`src/spi_bus_cfg.svh`:
```
// ================================================
// Widths and command codes for the SPI bus switch.
// Codes are compared whole; others are ignored.
// ================================================
`ifndef SPI_BUS_CFG_SVH
`define SPI_BUS_CFG_SVH

// Number of bits shifted per SPI byte, MSB first.
`define SPI_BYTE_WIDTH 8

// Depth of the input synchronizers on every SPI line.
// The pin to mem_spi latency grows one cycle per added stage.
`define SPI_SYNC_STAGES 2

// Command codes, sent as the first byte of a main port transaction.

// Hands the memory to the main port after the current main transaction.
`define SPI_CMD_MAIN_BUS 8'hA0

// Hands the memory to the alt port after the current main transaction.
// The change waits for the alt port to be idle.
`define SPI_CMD_ALT_BUS 8'hA1

// Opens a pass-through for the rest of the current main transaction.
// It only has effect while the main port owns the memory.
`define SPI_CMD_MEMORY 8'hA2

`endif

```
`src/spi_bus_pkg.sv`:
```
// ================================================
// Shared types of the SPI bus switch, SPI mode 0 only.
// ================================================
`default_nettype none

`include "spi_bus_cfg.svh"

package spi_bus_pkg;

  // The three lines that a SPI master drives.
  // miso travels on its own since it runs the other way.
  typedef struct packed {
    logic nss;
    logic sck;
    logic mosi;
  } spi_lines_t;

  // Level of an undriven mode 0 bus, with select high and clock low.
  localparam spi_lines_t SPI_LINES_IDLE = '{nss: 1'b1, sck: 1'b0, mosi: 1'b0};

  // Which master currently owns the memory port.
  typedef enum logic {
    OWNER_MAIN = 1'b0,
    OWNER_ALT  = 1'b1
  } bus_owner_e;

  // Command byte from the main port.
  // valid strobes for one cycle when the first byte of a transaction is complete.
  // xfer_end strobes for one cycle when the synchronized main nss rises.
  typedef struct packed {
    logic                       valid;
    logic [`SPI_BYTE_WIDTH-1:0] code;
    logic                       xfer_end;
  } spi_cmd_t;

endpackage

`default_nettype wire

```
`src/spi_bus.sv`:
```
// ================================================
// Two SPI masters sharing one SPI memory, mode 0.
// Pin to memory latency is 3 clk; sck <= clk/8.
// ================================================
`timescale 1ns/100ps
`default_nettype none

module spi_bus import spi_bus_pkg::*; (
  input  logic       clk,
  input  logic       rst,
  // Main master, which also sends the control commands.
  input  spi_lines_t main_spi,
  output logic       main_miso,
  // Alternate master.
  input  spi_lines_t alt_spi,
  output logic       alt_miso,
  // Shared memory.
  output spi_lines_t mem_spi,
  input  logic       mem_miso
);

  // Synchronized copies of both masters.
  spi_lines_t main_sync;
  spi_lines_t alt_sync;

  // Command strobes from the main port.
  spi_cmd_t cmd;

  // Steering state.
  bus_owner_e owner;
  logic       main_pass;

  spi_cmd_receiver u_receiver (
    .clk       (clk),
    .rst       (rst),
    .main_spi  (main_spi),
    .main_sync (main_sync),
    .cmd       (cmd)
  );

  spi_bus_owner_ctrl u_owner_ctrl (
    .clk       (clk),
    .rst       (rst),
    .cmd       (cmd),
    .main_sync (main_sync),
    .alt_sync  (alt_sync),
    .owner     (owner),
    .main_pass (main_pass)
  );

  spi_bus_router u_router (
    .clk       (clk),
    .rst       (rst),
    .main_sync (main_sync),
    .alt_spi   (alt_spi),
    .alt_sync  (alt_sync),
    .owner     (owner),
    .main_pass (main_pass),
    .mem_spi   (mem_spi),
    .mem_miso  (mem_miso),
    .main_miso (main_miso),
    .alt_miso  (alt_miso)
  );

endmodule

`default_nettype wire

```
`src/spi_bus_owner_ctrl.sv`:
```
// ================================================
// Ownership changes wait for main nss high and alt idle.
// Pass-through opens on a main sck falling edge.
// ================================================
`timescale 1ns/100ps
`default_nettype none

`include "spi_bus_cfg.svh"

module spi_bus_owner_ctrl import spi_bus_pkg::*; (
  input  logic       clk,
  input  logic       rst,
  input  spi_cmd_t   cmd,
  input  spi_lines_t main_sync,
  input  spi_lines_t alt_sync,
  output bus_owner_e owner,
  output logic       main_pass
);

  // Requested owner, held until the command transaction ends.
  bus_owner_e pend_owner;
  logic       pend_valid;
  // Set once the requesting transaction has ended.
  logic       pend_ready;

  // MEMORY was accepted and the pass-through waits for a falling sck.
  logic pass_armed;
  logic sck_q;
  logic sck_fall;

  // Decoded command of the current cycle.
  logic       bus_cmd;
  bus_owner_e bus_req;
  logic       mem_cmd;

  always_comb begin
    bus_cmd = 1'b0;
    bus_req = OWNER_MAIN;
    mem_cmd = 1'b0;
    if (cmd.valid) begin
      case (cmd.code)
        `SPI_CMD_MAIN_BUS: begin
          bus_cmd = 1'b1;
          bus_req = OWNER_MAIN;
        end
        `SPI_CMD_ALT_BUS: begin
          bus_cmd = 1'b1;
          bus_req = OWNER_ALT;
        end
        `SPI_CMD_MEMORY: begin
          mem_cmd = 1'b1;
        end
        // Unknown codes leave every register alone.
        default: begin
        end
      endcase
    end
  end

  assign sck_fall = ~main_sync.sck & sck_q;

  // Owner handover.
  always_ff @(posedge clk) begin
    if (rst) begin
      owner      <= OWNER_MAIN;
      pend_owner <= OWNER_MAIN;
      pend_valid <= 1'b0;
      pend_ready <= 1'b0;
    end else if (bus_cmd) begin
      // A newer request replaces one that has not been applied yet.
      pend_owner <= bus_req;
      pend_valid <= 1'b1;
      pend_ready <= 1'b0;
    end else if (cmd.xfer_end && pend_valid) begin
      pend_ready <= 1'b1;
    end else if (pend_ready && alt_sync.nss) begin
      // Alt nss is high here, so no alt transaction is cut in two.
      owner      <= pend_owner;
      pend_valid <= 1'b0;
      pend_ready <= 1'b0;
    end
  end

  // Pass-through for the remainder of a main MEMORY transaction.
  always_ff @(posedge clk) begin
    if (rst) begin
      sck_q      <= 1'b0;
      pass_armed <= 1'b0;
      main_pass  <= 1'b0;
    end else begin
      sck_q <= main_sync.sck;
      if (cmd.xfer_end) begin
        pass_armed <= 1'b0;
        main_pass  <= 1'b0;
      end else if (mem_cmd && owner == OWNER_MAIN) begin
        pass_armed <= 1'b1;
      end else if (pass_armed && sck_fall) begin
        // sck is low now, so the memory never sees a cut clock pulse.
        pass_armed <= 1'b0;
        main_pass  <= 1'b1;
      end
    end
  end

endmodule

`default_nettype wire

```
`src/spi_bus_router.sv`:
```
// ================================================
// Registered steering to the memory port.
// miso returns combinationally; assumes sck <= clk/8.
// ================================================
`timescale 1ns/100ps
`default_nettype none

`include "spi_bus_cfg.svh"

module spi_bus_router import spi_bus_pkg::*; (
  input  logic       clk,
  input  logic       rst,
  input  spi_lines_t main_sync,
  input  spi_lines_t alt_spi,
  output spi_lines_t alt_sync,
  input  bus_owner_e owner,
  input  logic       main_pass,
  output spi_lines_t mem_spi,
  input  logic       mem_miso,
  output logic       main_miso,
  output logic       alt_miso
);

  // The alt port synchronizer has the same depth as the one on the main port.
  spi_lines_t [`SPI_SYNC_STAGES-1:0] alt_q;

  always_ff @(posedge clk) begin
    if (rst) begin
      for (int i = 0; i < `SPI_SYNC_STAGES; i++) begin
        alt_q[i] <= SPI_LINES_IDLE;
      end
    end else begin
      alt_q[0] <= alt_spi;
      for (int i = 1; i < `SPI_SYNC_STAGES; i++) begin
        alt_q[i] <= alt_q[i-1];
      end
    end
  end

  assign alt_sync = alt_q[`SPI_SYNC_STAGES-1];

  // One register stage to the memory pins.
  // The pass-through takes priority, though the controller never sets both.
  always_ff @(posedge clk) begin
    if (rst) begin
      mem_spi <= SPI_LINES_IDLE;
    end else if (main_pass) begin
      mem_spi <= main_sync;
    end else if (owner == OWNER_ALT) begin
      mem_spi <= alt_sync;
    end else begin
      mem_spi <= SPI_LINES_IDLE;
    end
  end

  // The port that is not forwarded reads 0.
  always_comb begin
    main_miso = main_pass & mem_miso;
    alt_miso  = (owner == OWNER_ALT) & ~main_pass & mem_miso;
  end

endmodule

`default_nettype wire

```
`src/spi_cmd_receiver.sv`:
```
// ================================================
// Main port front end, SPI mode 0, MSB first.
// sck must stay at or below clk/8.
// ================================================
`timescale 1ns/100ps
`default_nettype none

`include "spi_bus_cfg.svh"

module spi_cmd_receiver import spi_bus_pkg::*; (
  input  logic       clk,
  input  logic       rst,
  input  spi_lines_t main_spi,
  output spi_lines_t main_sync,
  output spi_cmd_t   cmd
);

  localparam int CNT_W = $clog2(`SPI_BYTE_WIDTH);
  localparam logic [CNT_W-1:0] LAST_BIT = CNT_W'(`SPI_BYTE_WIDTH - 1);

  // Synchronizer chain whose stage 0 samples the pins.
  spi_lines_t [`SPI_SYNC_STAGES-1:0] sync_q;

  // Previous synchronized levels for edge detection.
  logic sck_q;
  logic nss_q;

  // Bit position inside the first byte, and a flag once that byte is done.
  logic [CNT_W-1:0]           bit_cnt;
  logic                       byte_done;
  logic [`SPI_BYTE_WIDTH-2:0] shift_q;

  // Registered command strobe and its code.
  logic                       valid_q;
  logic [`SPI_BYTE_WIDTH-1:0] code_q;

  logic sck_rise;
  logic nss_rise;

  always_ff @(posedge clk) begin
    if (rst) begin
      for (int i = 0; i < `SPI_SYNC_STAGES; i++) begin
        sync_q[i] <= SPI_LINES_IDLE;
      end
    end else begin
      sync_q[0] <= main_spi;
      for (int i = 1; i < `SPI_SYNC_STAGES; i++) begin
        sync_q[i] <= sync_q[i-1];
      end
    end
  end

  assign main_sync = sync_q[`SPI_SYNC_STAGES-1];

  // Edges are seen on the synchronized lines, so mosi is already settled.
  assign sck_rise = main_sync.sck & ~sck_q;
  assign nss_rise = main_sync.nss & ~nss_q;

  always_ff @(posedge clk) begin
    if (rst) begin
      sck_q     <= 1'b0;
      nss_q     <= 1'b1;
      bit_cnt   <= '0;
      byte_done <= 1'b0;
      valid_q   <= 1'b0;
    end else begin
      sck_q   <= main_sync.sck;
      nss_q   <= main_sync.nss;
      valid_q <= 1'b0;
      if (main_sync.nss) begin
        // Deselected, so the next transaction starts a fresh command byte.
        bit_cnt   <= '0;
        byte_done <= 1'b0;
      end else if (sck_rise && !byte_done) begin
        bit_cnt <= bit_cnt + 1'b1;
        if (bit_cnt == LAST_BIT) begin
          // Later bytes of this transaction are payload and never strobe.
          byte_done <= 1'b1;
          valid_q   <= 1'b1;
        end
      end
    end
  end

  // The shift register collects the first byte while nss is low.
  always_ff @(posedge clk) begin
    if (sck_rise && !main_sync.nss && !byte_done) begin
      shift_q <= {shift_q[`SPI_BYTE_WIDTH-3:0], main_sync.mosi};
      if (bit_cnt == LAST_BIT) begin
        code_q <= {shift_q, main_sync.mosi};
      end
    end
  end

  // xfer_end is the raw edge, one cycle wide.
  always_comb begin
    cmd.valid    = valid_q;
    cmd.code     = code_q;
    cmd.xfer_end = nss_rise;
  end

endmodule

`default_nettype wire
```
`config.mk`:
```
export PLATFORM = sky130hd
export DESIGN_NAME = spi_bus
export DESIGN_NICKNAME = d
export VERILOG_FILES = /design/src/spi_bus_pkg.sv /design/src/spi_bus.sv /design/src/spi_bus_owner_ctrl.sv /design/src/spi_bus_router.sv /design/src/spi_cmd_receiver.sv
export VERILOG_INCLUDE_DIRS = /design/src
export SDC_FILE = /design/constraint.sdc
export NUM_CORES = 1
export LEC_CHECK = 0
export ABC_AREA = 1
export BUFFER_PORTS_ARGS = -buffer_cell sky130_fd_sc_hd__buf_4
export CORE_MARGIN = 5
export CORE_UTILIZATION = 55
export CTS_BUF_LIST = sky130_fd_sc_hd__clkbuf_4
export DETAILED_ROUTE_END_ITERATION = 8
export GPL_TIMING_DRIVEN = 0
export PLACE_DENSITY = 0.87
export SLEW_MARGIN = 10
export SYNTH_ARGS = -nofsm -noshare
export SYNTH_HDL_FRONTEND = slang
export SYNTH_SLANG_ARGS = --single-unit
```
`constraint.sdc`:
```
create_clock -name clk -period 2.85 [get_ports clk]
set_input_delay 0.1425 -clock clk [delete_from_list [all_inputs] [get_ports clk]]
set_output_delay 0.1425 -clock clk [all_outputs]
set_load 0.02 [all_outputs]
```
Word level (Yosys, flattened, before mapping)
Index checks and enable logic that the tools add are counted.
Widths: inputs -> output; s select.
- bitwise operators: 15
- multiplexer cells: 15
- equal/unequal tests: 5
- reductions and logical operators: 22
- $add $sub $neg: 1
- operators by type and width (operator ; count):
    $eq 8x8->1 const B ; 3
    $mux 1 ; 13
    $not 1->1 ; 9
    $reduce_and 2->1 ; 4
    $reduce_or 2->1 ; 4
    $logic_and 1x1->1 ; 7
    $and 1x1->1 ; 6
    $mux 3 ; 2
    $reduce_bool 2->1 ; 3
    $add 3x1->3 const B ; 1
    $eq 3x3->1 const B ; 1
    $reduce_and 3->1 ; 1
    $reduce_or 3->1 ; 1
    $logic_not 1->1 ; 2
    $ne 2x1->1 const B ; 1
- register bits after elaboration: 43
- word-level logic and storage cells: 86

Longest topological paths before layout
- word-level depth: 6
- depth in mapped cells: 7
- gate-level depth less buffers: 7

Modules after synthesis
Synthesis repeated with hierarchy kept, for this count alone.
- cell total of the unflattened synthesis: 167
- area total of the unflattened synthesis: 1669.1 sq um
- modules (own cells, without submodules) (module ; instances ; cells an instance ; area each (sq um) ; sequential area each (sq um)):
    spi_cmd_receiver ; 1 ; 76 ; 982.2 ; 710.7
    spi_bus_owner_ctrl ; 1 ; 53 ; 364.1 ; 140.1
    spi_bus_router ; 1 ; 38 ; 322.8 ; 180.2

Least setup slack after synthesis
OpenSTA, ideal clock, no wires.
- kind: flip-flop to flip-flop
- start point: register u_receiver.bit_cnt[0]
- end point: register u_receiver.code_q[0], enable pin
- setup slack: 1.206 ns
- clock period less this slack: 1.644 ns
- arrival: 1.261 ns
- cell stages (with the launch flop): 5
- cell sequence: dfxtp_1 > ha_1 > ha_1 > inv_1 > nor3_1
- word-level cells in the longest chain between the ends: 2
- ends and longest elaborated chain (item ; line ; RTL):
    start: declaration ; spi_cmd_receiver.sv:29 ; logic [CNT_W-1:0] bit_cnt;
    start signal: assignment ; spi_cmd_receiver.sv:75 ; bit_cnt <= bit_cnt + 1'b1;
    $eq 3x3->1 ; spi_cmd_receiver.sv:89 ; if (bit_cnt == LAST_BIT) begin
    $reduce_and 2->1 (no source line) ; -- ;
    end signal: assignment ; spi_cmd_receiver.sv:90 ; code_q <= {shift_q, main_sync.mosi};
    end: declaration ; spi_cmd_receiver.sv:35 ; logic [`SPI_BYTE_WIDTH-1:0] code_q;
Every way passes these cells.
A chain may end at the register's enable or synchronous reset.

Final worst setup path
- start point: register u_receiver.bit_cnt[1]
- end point: register u_receiver.code_q[6], enable pin
Same word-level chain as after synthesis.

==> impl_metrics.py <==
metrics = {
    "pwr": {
        "combinationalPowerShare_pct": 3.8,
        "static-leakage-power_nw": 0.7922,
        "total_switching_power_uw": 210.1,
        "seq_power_share_pct": 61.2,
        "power_frac_clock_pct": 35.1,
        "max_vdd_drop_uv": 495.3,
        "p_int_uw": 842.8,
        "power_switching_share_pct": 19.95,
        "p_per_area_nw_per_um2": 574.4,
    },
    "placement": {
        "placement.io_buffers": 12,
        "detailed_place.area_um2": 1667,
        "dp.final_hpwl_um": 1786,
        "gp_congestion": 0.8104,
    },
    "worst_setup_path": {
        "crit_type": "reg -> reg",
        "critical_path_required_ns": 2.82,
        "cp.arrival_ns": 2.00,
        "setup.worst_path.end": "u_receiver.code_q[6]",
        "r2r_end": "u_receiver.code_q[6]",
        "timing.critical_path.fanout_max": 8,
        "cp-end-kind": "flip-flop",
        "worst-r2r-setup-slack_ns": 0.82,
        "critical_path.startpoint_type": "flip-flop",
        "r2r.worst_path.cells": 4,
        "critical_path.startpoint": "u_receiver.bit_cnt[1]",
        "timing.rr.start": "u_receiver.bit_cnt[1]",
    },
    "sta": {
        "maxSlewViolCount": 0,
        "setup-violations-final": 0,
        "hold_violations": 0,
        "layout_worst_path_cycle_share_pct": 71.26,
        "max-slew-margin-rel_pct": 27.15,
        "finalSetupTns_ns": 0,
        "fmax_mhz": 492.4,
        "final_skew_ns": 0.01886,
        "period_needed_ns": 2.031,
        "tightest_slew_ns": 1.084,
        "rsz_0062_raised_after_global_routing": "no",
    },
    "synthesis": {
        "synth.yosys.warnings": 0,
        "netlist_top_cells_count": "sky130_fd_sc_hd__dfxtp_1, sky130_fd_sc_hd__inv_1, sky130_fd_sc_hd__nor2_1, sky130_fd_sc_hd__nand2_1, sky130_fd_sc_hd__edfxtp_1",
        "synthesis.area_um2": 1538,
        "synth_edf_count": 15,
        "synth.yosys.seq_area_share_pct": 65.74,
        "cell_type_with_the_highest_aggregate_area_in_the_netlist": "sky130_fd_sc_hd__dfxtp_1",
        "synth_area_leaders": "sky130_fd_sc_hd__dfxtp_1, sky130_fd_sc_hd__edfxtp_1, sky130_fd_sc_hd__inv_1",
        "synth-main-ff-cell": "sky130_fd_sc_hd__dfxtp_1",
        "ys_types": 23,
        "average_instance_area_after_synthesis_um2": 9.985,
        "async_flop_share_pct": 0,
        "synthesis_stage_register_bit_count": 43,
        "synth.net_count": 165,
        "synthCells": 154,
        "synth_largest_type_area_fraction_pct": 36.45,
    },
    "grt": {
        "grt_antenna_before_repair": 0,
        "met3_usage_pct": 6.475,
        "grt_first_pass_wirelength_um": 4574,
        "grt_use_total_pct": 15.37,
        "grt_overflow": 0,
        "global_route.usage.met2_pct": 26.41,
        "grt_max_degree": 14,
        "grt_use_met1_pct": 15.65,
        "grt_pass1_vias": 1066,
        "gr_peak_layer": "met2",
    },
    "die": {
        "floorplan.die.width_um": 62.88,
        "initial_core_utilization_pct": 56.74,
        "die_height_um": 62.88,
        "design.portCount": 14,
        "row_count": 19,
        "design.die.area_um2": 3953,
        "placeableCoreArea_um2": 2710,
    },
    "drt": {
        "drc": 0,
        "detail_route.vias_per_cell": 4.907,
        "drt_iter0_drc": 47,
        "avgRoutedWirePerCell_um": 12.37,
        "wire_length_after_detailed_routing_um": 2648,
        "vias": 1050,
        "drt_first_pass_iters": 4,
        "antenna_left": 0,
    },
    "clock_tree": {
        "insertion_delay_ns": 0.36,
        "cts_num_sinks": 43,
        "cts_repair_resize_count": 0,
        "numCtsBuffers": 5,
        "clock_transition_time_at_the_flip_flop_clock_pins_of_the_worst_setup_and_hold_paths_ns": 0.13,
        "cts_max_path_buffers": 2,
        "clock_tree_from_tritoncts": "built",
        "clock_tree.root_cell": "sky130_fd_sc_hd__clkbuf_4",
        "ctsHtreeMaxLevel": 2,
    },
    "min_path": {
        "hold_path.class": "reg -> reg",
    },
    "cells_and_area": {
        "layout-drive-gt1-share_pct": 18.58,
        "flow.area_growth_from_synthesis_pct": 19.20,
        "design_area_um2": 1833,
        "insertedDiodeCount": 0,
        "finalNetCount": 193,
    },
    "job": {
        "max_cap_viol_count": 0,
    },
    "outcome": {
        "run_status": "finished, final reports clean",
    },
}
==> power groups by stage <==
stage                     Clock, mW  Sequential [mW]  Combinational (mW)
final                         0.369            0.644              0.0397
after global routing          0.404            0.646              0.0445
after CTS                     0.374            0.644              0.0384
after detailed placement          0            0.658              0.0286
after global placement            0            0.657              0.0271
after floorplan                   0            0.656              0.0179
==> stage by stage <==
step / setup WS, ns / cells / hold slack, ns / total power [mW] / util, %
6_report: 0.8192 / 214 / 0.4112 / 1.053 / 67.64
5_1_grt: 0.7317 / 214 / 0.4514 / 1.094 / 67.64
4_1_cts: 0.8422 / 214 / 0.4123 / 1.057 / 67.64
3_5_place_dp: 0.8910 / 197 / 0.3321 / 0.6863 / 61.50
3_3_place_gp: 1.020 / 197 / 0.3302 / 0.6843 / 61.50
2_1_floorplan: 1.206 / 154 / 0.2463 / 0.6742 / -
==> worst min-delay path by stage <==
stage | start | to | slack [ns] | depth (start not counted)
5_1_grt | u_receiver.shift_q[6] | u_receiver.code_q[7] | 0.45 | 0
3_3_place_gp | main_spi[2] | u_receiver.sync_q[2] | 0.33 | 2
2_1_floorplan | main_spi[2] | u_receiver.sync_q[2] | 0.25 | 1
6_report | u_receiver.sync_q[0] | u_receiver.main_sync[0] | 0.41 | 2
4_1_cts | u_receiver.sync_q[0] | u_receiver.main_sync[0] | 0.41 | 2
3_5_place_dp | alt_spi[2] | u_router.alt_q[2] | 0.33 | 2
==> cells in the final DEF, fill, tap and decap left out <==
| cell | instances |
|---|---|
| sky130_fd_sc_hd__clkbuf_4 | 5 |
| sky130_fd_sc_hd__nor4_1 | 1 |
| sky130_fd_sc_hd__o21ai_0 | 1 |
| sky130_fd_sc_hd__edfxtp_1 | 15 |
| sky130_fd_sc_hd__dfxtp_1 | 28 |
| sky130_fd_sc_hd__nor2_1 | 24 |
| sky130_fd_sc_hd__clkinv_2 | 1 |
| sky130_fd_sc_hd__ha_1 | 2 |
| sky130_fd_sc_hd__a21oi_1 | 8 |
| sky130_fd_sc_hd__buf_4 | 12 |
| sky130_fd_sc_hd__nor2_2 | 1 |
| sky130_fd_sc_hd__buf_6 | 2 |
| sky130_fd_sc_hd__and3_1 | 1 |
| sky130_fd_sc_hd__nand3_1 | 6 |
| sky130_fd_sc_hd__inv_1 | 28 |
| sky130_fd_sc_hd__nor3_1 | 1 |
| sky130_fd_sc_hd__dlygate4sd3_1 | 9 |
| sky130_fd_sc_hd__bufinv_16 | 1 |
| sky130_fd_sc_hd__o21bai_1 | 1 |
| sky130_fd_sc_hd__a22oi_1 | 1 |
| sky130_fd_sc_hd__nand2_2 | 3 |
| sky130_fd_sc_hd__inv_2 | 2 |
| sky130_fd_sc_hd__a21oi_2 | 1 |
| sky130_fd_sc_hd__nand2_1 | 20 |
| sky130_fd_sc_hd__clkinv_1 | 1 |
| sky130_fd_sc_hd__nand3_2 | 2 |
| sky130_fd_sc_hd__a32o_1 | 1 |
| sky130_fd_sc_hd__or2_2 | 4 |
| sky130_fd_sc_hd__o21ai_1 | 1 |
==> registers in the layout (all words and copies together), names as in the netlist, 3 cells and up <==
register / cells
u_router.alt_q: 3
u_receiver.sync_q: 3
u_receiver.bit_cnt: 3
u_router.alt_sync: 3
u_receiver.main_sync: 3
u_receiver.shift_q: 7
u_receiver.code_q: 8
u_router.mem_spi: 3
==> cells by family after synthesis <==
| logic type | count (synthesis) | share of synthesized area, % |
|---|---|---|
| flip-flops | 43 | 65.74 |
| adder cells (fa/ha/maj) | 2 | 1.627 |
| buffers and inverters | 32 | 8.788 |
| AO/OA/AOI/OAI | 14 | 5.452 |
| AND/OR/NAND/NOR | 63 | 18.39 |
==> routing by layer <==
metal / vias up / routed length [um]
met5: - / 0
met4: 0 / 70
met3: 7 / 134
met2: 20 / 1358
met1: 488 / 1086
li1: 535 / -
==> critical path: stages, from the launching register on <==
cell,delay (ns)
sky130_fd_sc_hd__dfxtp_1,0.38
sky130_fd_sc_hd__ha_1,0.16
sky130_fd_sc_hd__ha_1,0.16
sky130_fd_sc_hd__inv_1,0.08
sky130_fd_sc_hd__nor3_1,0.87
==> layout make-up <==
cell class	instances	area, um2
fillers	226	877.1
clock inverters	3	38.79
inverters	30	112.6
multi-input cells	79	391.6
well taps	31	38.79
clock buffers	5	37.54
flip-flops and latches	43	1011
plain buffers	2	22.52
repair buffers	21	180.2
==> timing repair <==
item	CTS	global route
setup endpoints to repair	0	0
endpoints found under the hold margin	8	0
buffers inserted	0	0
hold buffers	9	0
(Power assumes the default switching activity.)
